File: src/hw/cache_defs.svh
`ifndef CACHE_DEFS_SVH
`define CACHE_DEFS_SVH

// Byte address width of the memory system
`define ADDR_BITS 32

// One cache line is 32 bytes
`define LINE_BITS 256
`define OFFSET_BITS 5

`endif

File: src/hw/cache_pkg.sv
package cache_pkg;

    // Eviction buffer: idle, serving a fill, writing back the held line
    typedef enum logic [1:0] {EB_IDLE, EB_READ, EB_WB} eb_state_t;

    // Client port handshake progress
    typedef enum logic [1:0] {PORT_IDLE, PORT_BUSY, PORT_DONE} port_state_t;

    // Memory arbiter: waiting for a source, request out, waiting for ack to fall
    typedef enum logic [1:0] {ARB_IDLE, ARB_REQ, ARB_RELEASE} arb_state_t;

    // Client line operation
    typedef enum logic {
        OP_READ  = 1'b0,
        OP_EVICT = 1'b1
    } line_op_t;

endpackage

File: src/hw/line_request_port.sv
`timescale 1ns/1ps
`include "cache_defs.svh"

module line_request_port
    import cache_pkg::*;
(
    input  logic                  clk,
    input  logic                  rst,
    input  logic                  client_req,
    input  line_op_t              client_op,
    input  logic [`ADDR_BITS-1:0] client_address,
    input  logic [`LINE_BITS-1:0] client_wdata,
    output logic                  client_ack,
    output logic [`LINE_BITS-1:0] client_rdata,
    output logic                  cache_read,
    output logic                  cache_write,
    output logic [`ADDR_BITS-1:0] cache_address,
    output logic [`LINE_BITS-1:0] cache_wdata,
    input  logic [`LINE_BITS-1:0] cache_rdata,
    input  logic                  cache_resp
);

    port_state_t           state;
    port_state_t           next_state;
    line_op_t              op_q;
    logic [`ADDR_BITS-1:0] addr_q;
    logic [`LINE_BITS-1:0] line_q;

    always_comb begin
        next_state = state;
        case (state)
            PORT_IDLE: begin
                if (client_req) begin
                    next_state = PORT_BUSY;
                end
            end
            PORT_BUSY: begin
                if (cache_resp) begin
                    next_state = PORT_DONE;
                end
            end
            PORT_DONE: begin
                // Hold ack until the client lets go of req
                if (!client_req) begin
                    next_state = PORT_IDLE;
                end
            end
            default: next_state = PORT_IDLE;
        endcase
    end

    always_ff @(posedge clk) begin
        if (rst) begin
            state <= PORT_IDLE;
        end else begin
            state <= next_state;
        end
    end

    always_ff @(posedge clk) begin
        if (state == PORT_IDLE && client_req) begin
            op_q   <= client_op;
            addr_q <= client_address;
            line_q <= client_wdata;
        end
        if (state == PORT_BUSY && cache_resp && op_q == OP_READ) begin
            client_rdata <= cache_rdata;
        end
    end

    // The level request is up for the whole busy phase and drops after resp
    assign cache_read    = (state == PORT_BUSY) && (op_q == OP_READ);
    assign cache_write   = (state == PORT_BUSY) && (op_q == OP_EVICT);
    assign cache_address = addr_q;
    assign cache_wdata   = line_q;
    assign client_ack    = (state == PORT_DONE);

endmodule

File: src/hw/eviction_buffer.sv
`timescale 1ns/1ps
`include "cache_defs.svh"

module eviction_buffer
    import cache_pkg::*;
(
    input  logic                  clk,
    input  logic                  rst,
    input  logic [`ADDR_BITS-1:0] cache_address,
    input  logic                  cache_read,
    input  logic                  cache_write,
    input  logic [`LINE_BITS-1:0] cache_wdata,
    output logic [`LINE_BITS-1:0] cache_rdata,
    output logic                  cache_resp,
    input  logic [`LINE_BITS-1:0] arb_rdata,
    input  logic                  arb_resp,
    output logic                  arb_read,
    output logic                  arb_write,
    output logic [`ADDR_BITS-1:0] arb_address,
    output logic [`LINE_BITS-1:0] arb_wdata
);

    eb_state_t             state;
    eb_state_t             next_state;
    logic [`ADDR_BITS-1:0] wb_address;
    logic [`LINE_BITS-1:0] wb_line;
    logic                  wb_pending;

    always_comb begin
        cache_resp = 1'b0;
        arb_read   = 1'b0;
        arb_write  = 1'b0;
        case (state)
            EB_IDLE: begin
                // Evictions are taken at once, the line simply parks here
                cache_resp = cache_write;
            end
            EB_READ: begin
                arb_read   = 1'b1;
                cache_resp = arb_resp;
            end
            EB_WB: begin
                arb_write = 1'b1;
            end
            default: ;
        endcase
    end

    assign cache_rdata = arb_rdata;
    assign arb_address = (state == EB_WB) ? wb_address : cache_address;
    assign arb_wdata   = wb_line;

    always_comb begin
        next_state = state;
        case (state)
            EB_IDLE: begin
                if (cache_read) begin
                    next_state = EB_READ;
                end
            end
            EB_READ: begin
                // The fill goes first and the victim follows it
                if (arb_resp) begin
                    next_state = wb_pending ? EB_WB : EB_IDLE;
                end
            end
            EB_WB: begin
                if (arb_resp) begin
                    next_state = EB_IDLE;
                end
            end
            default: next_state = EB_IDLE;
        endcase
    end

    always_ff @(posedge clk) begin
        if (rst) begin
            state      <= EB_IDLE;
            wb_pending <= 1'b0;
        end else begin
            state <= next_state;
            if (state == EB_IDLE && cache_write) begin
                wb_pending <= 1'b1;
            end else if (state == EB_WB && arb_resp) begin
                wb_pending <= 1'b0;
            end
        end
    end

    always_ff @(posedge clk) begin
        if (state == EB_IDLE && cache_write) begin
            wb_address <= cache_address;
            wb_line    <= cache_wdata;
        end
    end

endmodule

File: src/hw/mem_arbiter.sv
`timescale 1ns/1ps
`include "cache_defs.svh"

module mem_arbiter
    import cache_pkg::*;
(
    input  logic                  clk,
    input  logic                  rst,
    input  logic                  arb_read,
    input  logic                  arb_write,
    input  logic [`ADDR_BITS-1:0] arb_address,
    input  logic [`LINE_BITS-1:0] arb_wdata,
    output logic [`LINE_BITS-1:0] arb_rdata,
    output logic                  arb_resp,
    input  logic                  ifetch_req,
    input  logic [`ADDR_BITS-1:0] ifetch_address,
    output logic                  ifetch_ack,
    output logic [`LINE_BITS-1:0] ifetch_rdata,
    output logic                  mem_req,
    output logic                  mem_write,
    output logic [`ADDR_BITS-1:0] mem_address,
    output logic [`LINE_BITS-1:0] mem_wdata,
    input  logic                  mem_ack,
    input  logic [`LINE_BITS-1:0] mem_rdata
);

    arb_state_t state;
    logic       grant_if;
    logic       eb_wants;
    logic       if_wants;
    logic       pick_if;

    assign eb_wants = arb_read | arb_write;
    // Fetch may not ask again until its previous ack has been released
    assign if_wants = ifetch_req & ~ifetch_ack;
    // grant_if keeps the last grant, so the other side wins a tie
    assign pick_if  = if_wants & (~eb_wants | ~grant_if);

    assign mem_req   = (state == ARB_REQ);
    assign arb_rdata = mem_rdata;
    assign arb_resp  = (state == ARB_REQ) && mem_ack && !grant_if;

    always_ff @(posedge clk) begin
        if (rst) begin
            state      <= ARB_IDLE;
            grant_if   <= 1'b0;
            mem_write  <= 1'b0;
            ifetch_ack <= 1'b0;
        end else begin
            if (ifetch_ack && !ifetch_req) begin
                ifetch_ack <= 1'b0;
            end
            case (state)
                ARB_IDLE: begin
                    if (eb_wants || if_wants) begin
                        state     <= ARB_REQ;
                        grant_if  <= pick_if;
                        mem_write <= !pick_if && arb_write;
                    end
                end
                ARB_REQ: begin
                    if (mem_ack) begin
                        state     <= ARB_RELEASE;
                        mem_write <= 1'b0;
                        if (grant_if) begin
                            ifetch_ack <= 1'b1;
                        end
                    end
                end
                ARB_RELEASE: begin
                    if (!mem_ack) begin
                        state <= ARB_IDLE;
                    end
                end
                default: state <= ARB_IDLE;
            endcase
        end
    end

    always_ff @(posedge clk) begin
        if (state == ARB_IDLE && (eb_wants || if_wants)) begin
            mem_address <= pick_if ? ifetch_address : arb_address;
            mem_wdata   <= arb_wdata;
        end
        if (state == ARB_REQ && mem_ack && grant_if) begin
            ifetch_rdata <= mem_rdata;
        end
    end

endmodule

File: src/hw/mem_subsys.sv
`timescale 1ns/1ps
`include "cache_defs.svh"

module mem_subsys
    import cache_pkg::*;
(
    input  logic                  clk,
    input  logic                  rst,
    input  logic                  client_req,
    input  line_op_t              client_op,
    input  logic [`ADDR_BITS-1:0] client_address,
    input  logic [`LINE_BITS-1:0] client_wdata,
    output logic                  client_ack,
    output logic [`LINE_BITS-1:0] client_rdata,
    input  logic                  ifetch_req,
    input  logic [`ADDR_BITS-1:0] ifetch_address,
    output logic                  ifetch_ack,
    output logic [`LINE_BITS-1:0] ifetch_rdata,
    output logic                  mem_req,
    output logic                  mem_write,
    output logic [`ADDR_BITS-1:0] mem_address,
    output logic [`LINE_BITS-1:0] mem_wdata,
    input  logic                  mem_ack,
    input  logic [`LINE_BITS-1:0] mem_rdata
);

    // Port to eviction buffer
    logic                  cache_read;
    logic                  cache_write;
    logic [`ADDR_BITS-1:0] cache_address;
    logic [`LINE_BITS-1:0] cache_wdata;
    logic [`LINE_BITS-1:0] cache_rdata;
    logic                  cache_resp;

    // Eviction buffer to arbiter
    logic                  arb_read;
    logic                  arb_write;
    logic [`ADDR_BITS-1:0] arb_address;
    logic [`LINE_BITS-1:0] arb_wdata;
    logic [`LINE_BITS-1:0] arb_rdata;
    logic                  arb_resp;

    line_request_port u_line_request_port (
        .clk            (clk),
        .rst            (rst),
        .client_req     (client_req),
        .client_op      (client_op),
        .client_address (client_address),
        .client_wdata   (client_wdata),
        .client_ack     (client_ack),
        .client_rdata   (client_rdata),
        .cache_read     (cache_read),
        .cache_write    (cache_write),
        .cache_address  (cache_address),
        .cache_wdata    (cache_wdata),
        .cache_rdata    (cache_rdata),
        .cache_resp     (cache_resp)
    );

    eviction_buffer u_eviction_buffer (
        .clk           (clk),
        .rst           (rst),
        .cache_address (cache_address),
        .cache_read    (cache_read),
        .cache_write   (cache_write),
        .cache_wdata   (cache_wdata),
        .cache_rdata   (cache_rdata),
        .cache_resp    (cache_resp),
        .arb_rdata     (arb_rdata),
        .arb_resp      (arb_resp),
        .arb_read      (arb_read),
        .arb_write     (arb_write),
        .arb_address   (arb_address),
        .arb_wdata     (arb_wdata)
    );

    mem_arbiter u_mem_arbiter (
        .clk            (clk),
        .rst            (rst),
        .arb_read       (arb_read),
        .arb_write      (arb_write),
        .arb_address    (arb_address),
        .arb_wdata      (arb_wdata),
        .arb_rdata      (arb_rdata),
        .arb_resp       (arb_resp),
        .ifetch_req     (ifetch_req),
        .ifetch_address (ifetch_address),
        .ifetch_ack     (ifetch_ack),
        .ifetch_rdata   (ifetch_rdata),
        .mem_req        (mem_req),
        .mem_write      (mem_write),
        .mem_address    (mem_address),
        .mem_wdata      (mem_wdata),
        .mem_ack        (mem_ack),
        .mem_rdata      (mem_rdata)
    );

endmodule

File: config.mk
export PLATFORM = sky130hd
export DESIGN_NAME = mem_subsys
export DESIGN_NICKNAME = d
export VERILOG_FILES = /design/src/hw/cache_pkg.sv /design/src/hw/line_request_port.sv /design/src/hw/eviction_buffer.sv /design/src/hw/mem_arbiter.sv /design/src/hw/mem_subsys.sv
export VERILOG_INCLUDE_DIRS = /design/src /design/src/hw
export SDC_FILE = /design/constraint.sdc
export NUM_CORES = 1
export LEC_CHECK = 0
export BUFFER_PORTS_ARGS = -buffer_cell sky130_fd_sc_hd__clkbuf_2
export CORE_AREA = 2 2 534 536
export DETAILED_ROUTE_END_ITERATION = 10
export DIE_AREA = 0 0 536 538
export GPL_TIMING_DRIVEN = 0
export SKIP_CTS_REPAIR_TIMING = 1
export SKIP_LAST_GASP = 1
export SYNTH_ARGS = -nofsm -noshare
export SYNTH_HDL_FRONTEND = slang
export SYNTH_HIERARCHICAL = 1
export SYNTH_SLANG_ARGS = --single-unit
File: constraint.sdc
create_clock -name clk -period 19.1 [get_ports clk]
set_input_delay 0.955 -clock clk [delete_from_list [all_inputs] [get_ports clk]]
set_output_delay 0.955 -clock clk [all_outputs]
set_load 0.02 [all_outputs]
==> reports/results.ini, run 1 <==
[setup_path]
slowest_delay_ns = 0.51
worstPathCellList = and2b_1, nand2_1, nor2_1, nand2_1, a21oi_1, and2_4, buf_16, buf_16, buf_16
path_max_fanout = 65
cp-start-kind = flop
cp_slowest_cell = and2_4
crit_path_frequent_cell = buf_16
worstPathArrival_ns = 3.91
required_ns = 19.54
path_delay_family = simple AND/OR/NAND/NOR gates
reg2reg_depth = 9
end_kind = flop
cp.depth = 9
path_class = reg2reg
critPathBufInv = 3

[floorplanning]
io_pins = 1386
fp.dieArea_sq_mm = 0.2884
die_w_um = 536
rows = 196
coreArea_sq_mm = 0.2832
start_util_pct = 16.47
die_h_um = 538

[clock_tree]
cts_buffers = 162
cts_tree = done
clock_path_buffers = 4
cts-htree-levels = 4
clk_pin_slew_ns = 0.06
clk_latency_ns = 0.83
cts_sinks = 1387
cts-root-buf = clkbuf_16

[timing]
fin_crit_sh_pct = 18.20
fin_skew_ns = 0.07071
slew_violations = 0
slew-limit-headroom_pct = 29.74
holdWs_ns = 0.3009
period_needed_ns = 3.476
setup_viol = 0
grt_setup_unrepaired = no
fmax_mhz = 287.7
hold_viol = 0
tightestPinTransition_ns = 1.045

[synth]
synth_ff_type = edfxtp_1
synth_top_area_cell = edfxtp_1
synth-async-reset-ratio_pct = 0
synth-seq-cells = 1387
netlist_area_sq_mm = 0.04666
synth_warnings = 6
synth_fp_nets = 2602
synth_cell_types = 33
synthTopCellsByCount = edfxtp_1 (1,377), buf_4 (512), mux2_2 (35)
seq_area_frac_synth_pct = 89.05
synth-edff-count = 1377
ys_top_cells_by_area = edfxtp_1 (89%), buf_4 (8.2%), mux2_4 (0.93%), mux2_2 (0.84%), dfxtp_1 (0.43%)
synthCells = 2020
synth.most_common_cell = edfxtp_1
netlist.area_leader.share_pct = 88.62
synth.avg_cell_area_sq_um = 23.10

[finish]
area_delta_synth_final_pct = 38.16
drive_gt1_share_pct = 60.29
utilization_pct = 22.76
final.fill_count = 29450
nets = 4184
design_area_sq_mm = 0.06447

[run]
cap_violations = 0

[placement]
hpwlAfterDp_mm = 149.1
portBuffers = 1385
dpl-instance-area_sq_mm = 0.05908
place_congestion = 0.9095

[route]
met1_length_mm = 65.28
wl_met3_mm = 24.34
finalWirelength_mm = 184.3
post-route-drc-count = 0
ant_nets = 0
drt-initial-drc-count = 1783
firstDrtPassIters = 5
wl_met2_mm = 87.33
vias = 24600
routedWlPerCell_um = 24.49
via_per_inst = 3.270
top_layer = met5

[global_routing]
grt_pass1_vias = 24880
grt_usage_pct = 12.17
grt_max_degree = 113
grt_pass1_wl_mm = 232.8
gr-total-overflow = 0
grt_antenna_before_repair = 138

[power]
powerDensity_mw_per_mm2 = 111.9
peakVddDrop_uv = 70.14
p_leak_nw = 24.48
power.total_w = 0.007217

[worst_hold_path]
min_path_cells = 1
holdCritPathClass = in2reg

[outcome]
status = complete, no violations

-- metrics by stage --
stage | std cells | setup TNS, ns | setup WS [ns]
finish | 7524 | 0 | 15.62
global route | 7504 | 0 | 15.47
CTS | 7492 | 0 | 15.70
detailed placement | 7200 | 0 | 15.24
global placement | 7167 | -2136.40 | -4.224
floorplan | 2020 | 0 | 5.166
-- flip-flops by register name (all words and copies together) (netlist names) --
name	flops
u_mem_arbiter/ifetch_rdata	256
u_mem_arbiter/state	2
u_line_request_port/client_rdata	256
u_mem_arbiter/ifetch_ack	1
u_line_request_port/cache_wdata	256
u_line_request_port/cache_address	32
u_mem_arbiter/mem_write	1
u_mem_arbiter/mem_wdata	256
u_line_request_port/state	2
u_eviction_buffer/wb_pending	1
u_eviction_buffer/arb_wdata	256
u_eviction_buffer/wb_address	32
u_mem_arbiter/mem_address	32
u_eviction_buffer/state	2
u_mem_arbiter/grant_if	1
u_line_request_port/op_q	1
-- placed cells by master, fill, tap and decap left out, types with 6 or more instances in the layout --
master and instances:
dfxtp_1 10, mux2_2 35, clkinv_2 23, mux2_4 29
a21oi_1 6, clkbuf_2 1385, clkinv_4 6, clkbuf_16 162
edfxtp_1 1377, clkinvlp_4 10, buf_16 12, diode_2 32
clkbuf_1 28, buf_12 24, inv_6 7, bufinv_16 17
buf_4 512, clkinv_1 28, nand2b_1 7
-- layer usage --
layer  vias to the layer above  track usage [%]
li1                      10420                -
met1                     12070            12.89
met2                      1637            20.22
met3                       437            6.775
met4                        34            4.337
met5                         -           0.2961
-- logic make-up (layout without fill, tap and decap cells) --
logic type             Yosys count  count (layout)  synth area share, %
XOR/XNOR                         1               1              0.01877
flip-flops                    1387            1387                89.05
AO/OA/AOI/OAI                   12              12               0.1823
multiplexers                    64              64                1.778
buffers and inverters          522            2232                8.487
other                            0              32                    0
AND/OR/NAND/NOR                 34              34               0.4880
-- area by class of cell --
| type | instances | area [sq um] | area share [%] |
|---|---|---|---|
| clock buffer | 190 | 4159 | 6.451 |
| inverter | 3 | 18.77 | 0.02911 |
| multi-input combinational | 111 | 1174 | 1.821 |
| clock inverter | 102 | 1146 | 1.778 |
| tap | 3762 | 4707 | 7.302 |
| timing repair buffer | 1418 | 7682 | 11.92 |
| sequential | 1387 | 41550 | 64.45 |
| buffer | 519 | 3949 | 6.125 |
| antenna | 32 | 80.08 | 0.1242 |
-- path summary, 6_finish.rpt --
kind	from	to	slack, ns
setup / recovery	u_mem_arbiter/state[1]	u_line_request_port/client_rdata[188]	15.62
hold / removal	client_wdata[143]	u_line_request_port/cache_wdata[143]	0.30
setup reg to reg	u_mem_arbiter/state[1]	u_line_request_port/client_rdata[188]	15.62
hold reg to reg	u_eviction_buffer/arb_wdata[166]	u_mem_arbiter/mem_wdata[166]	0.38
-- report_power, final --
part	internal (W)	total [W]	switching (W)
logic	0.000185	0.000499	0.000314
registers	0.00354	0.00359	0.0000510
clock network	0.00181	0.00313	0.00132
total	0.00553	0.00722	0.00169
(Power assumes the default switching activity.)
==> run 2: changes to the inputs <==
==> constraint.sdc (replaced) <==
create_clock -name clk -period 3.32 [get_ports clk]
set_input_delay 0.166 -clock clk [delete_from_list [all_inputs] [get_ports clk]]
set_output_delay 0.166 -clock clk [all_outputs]
set_load 0.02 [all_outputs]
==> reports/results.ini, run 2 (same netlist as run 1, synthesis figures left out) <==
[outcome]
status = complete, no violations

[global_routing]
grt_pass1_wl_mm = 231.6  ; -0.52%
grt_pass1_vias = 25040  ; +0.65%
grt_max_degree = 66  ; -42%
grt_usage_pct = 12.08  ; -0.097 points
grt_antenna_before_repair = 99  ; -28%
gr-total-overflow = 0  ; unchanged

[clock_tree]
cts_sinks = 1387  ; unchanged
cts_tree = done
clk_pin_slew_ns = 0.06  ; about the same
cts-root-buf = clkbuf_16
clock_path_buffers = 4  ; unchanged
cts-htree-levels = 4  ; unchanged
cts_buffers = 162  ; unchanged
clk_latency_ns = 0.83  ; about the same

[setup_path]
path_class = reg2reg
reg2reg_from = u_mem_arbiter/state[1]
rrSetupSlack_ns = 0.19  ; -15.43 ns
end_kind = flop
cp-start-kind = flop
cp-startpoint = u_mem_arbiter/state[1]
worstPathArrival_ns = 3.57  ; -0.34 ns
path_max_fanout = 62  ; -4.6%
reg2reg_depth = 9  ; unchanged
endpoint = u_line_request_port/client_rdata[192]
reg2reg_to = u_line_request_port/client_rdata[192]
required_ns = 3.76  ; -15.78 ns

[power]
powerDensity_mw_per_mm2 = 598.4  ; +430%
peakVddDrop_uv = 576.1  ; +720%
p_leak_nw = 27.02  ; +10%

[finish]
layout_commonest_cell = clkbuf_2
utilization_pct = 24.90  ; +2.1 points
final.fill_count = 28890  ; -1.9%
design_area_sq_mm = 0.07053  ; +9.4%
drive_gt1_share_pct = 52.62  ; -7.7 points
multiInputGateArea_sq_mm = 0.001211  ; +3.2%
area_delta_synth_final_pct = 51.15
nets = 4789  ; +14%
fin_cells = 8125  ; +8.0%
register_area_sq_mm = 0.04156  ; about the same
layout_common_cells = clkbuf_2 (1,385), edfxtp_1 (1,377), dlygate4sd3_1 (586), buf_4 (524), clkbuf_16 (163)

[floorplanning]
start_util_pct = 16.47  ; unchanged
rows = 196  ; unchanged
coreArea_sq_mm = 0.2832  ; unchanged
die_w_um = 536  ; unchanged
io_pins = 1386  ; unchanged
die_h_um = 538  ; unchanged
fp.dieArea_sq_mm = 0.2884  ; unchanged

[route]
drt-initial-drc-count = 1902  ; +6.7%
finalWirelength_mm = 188.8  ; +2.5%
via_per_inst = 3.328  ; +1.8%
firstDrtPassIters = 5  ; unchanged
post-route-drc-count = 0  ; unchanged
ant_nets = 0  ; unchanged
routedWlPerCell_um = 23.24  ; -5.1%
vias = 27040  ; +9.9%

[timing]
tns_ns = 0  ; unchanged
fin_crit_sh_pct = 94.20  ; +76 points
slew-limit-headroom_pct = 48.57  ; +19 points
grt_setup_unrepaired = no
final_critical_path_setup_slack_ns = 0.1926  ; -15.43 ns
fmax_mhz = 319.8  ; +11%
period_needed_ns = 3.127  ; -0.3484 ns
hold_viol = 0  ; unchanged
fin_skew_ns = 0.06940  ; -0.001317 ns
setup_viol = 0  ; unchanged
tightestPinTransition_ns = 0.7696  ; -0.2754 ns
slew_violations = 0  ; unchanged

[placement]
place_inst = 7206  ; +0.083%
dpl-instance-area_sq_mm = 0.05922  ; +0.24%
place_congestion = 0.9134  ; +0.43%
hpwlAfterDp_mm = 148.9  ; -0.12%
post-place-ws_ns = 0.04985  ; -15.19 ns
portBuffers = 1385  ; unchanged

[worst_hold_path]
holdCritPathClass = in2reg

[run]
cap_violations = 0  ; unchanged

[run 2: cell types whose count changed in the layout (fill, tap and decap cells not counted), moves of 3 or more]
cell	previous run	this run
dfxtp_1	10	6
buf_12	24	32
inv_8	4	1
buf_4	512	524
inv_6	7	12
clkbuf_1	28	22
dfxtp_2	0	3
dlygate4sd3_1	0	586
[run 2: where the power goes]
| part | switching [W] | internal [W] | leakage, nW |
|---|---|---|---|
| clock network | 0.00762 | 0.0103 | 2.54 |
| registers | 0.000311 | 0.0203 | 12.9 |
| logic | 0.00210 | 0.00155 | 11.6 |
[run 2: area by class of cell]
cell class              instances  area share (%)
well taps                    3762           6.674
clock inverters               101           1.558
inverters                       3         0.02129
diodes                         34          0.1206
clock buffers                 185           5.901
multi-input cells             112           1.717
flip-flops and latches       1387           58.92
plain buffers                 519           5.599
repair buffers               2022           19.49
[run 2: critical path: stages, from the launching register on]
cell and delay [ns]:
dfxtp_1 0.33, and2b_2 0.27, nand2_1 0.09, nor2_2 0.19
nand2_1 0.08, a21oi_1 0.28, and2_4 0.33, buf_16 0.28
buf_16 0.32, buf_16 0.33
[run 2: worst min path at each step]
stage	start	end	cells past startpoint
after floorplan	rst	u_eviction_buffer/state[1]	1
after global placement	client_wdata[62]	u_line_request_port/cache_wdata[62]	1
after detailed placement	client_wdata[176]	u_line_request_port/cache_wdata[176]	1
after CTS	client_wdata[185]	u_line_request_port/cache_wdata[185]	1
after global routing	client_address[3]	u_line_request_port/cache_address[3]	2
final	client_address[12]	u_line_request_port/cache_address[12]	2
[run 2: per-layer routing]
metal	share of wire, %	global-route usage [%]	vias to the layer above
met1	37	12.87	13350
li1	-	-	11650
met4	3.2	4.274	12
met2	48	20.07	1664
met3	12	6.641	369
met5	0.048	0	-
[run 2: stage by stage]
step	hold slack, ns	power (W)
floorplan	0.2254	0.02243
global placement	0.3452	0.02403
detailed placement	0.3447	0.02399
CTS	-0.5934	0.04219
global route	0.002399	0.04376
finish	0.06212	0.04220
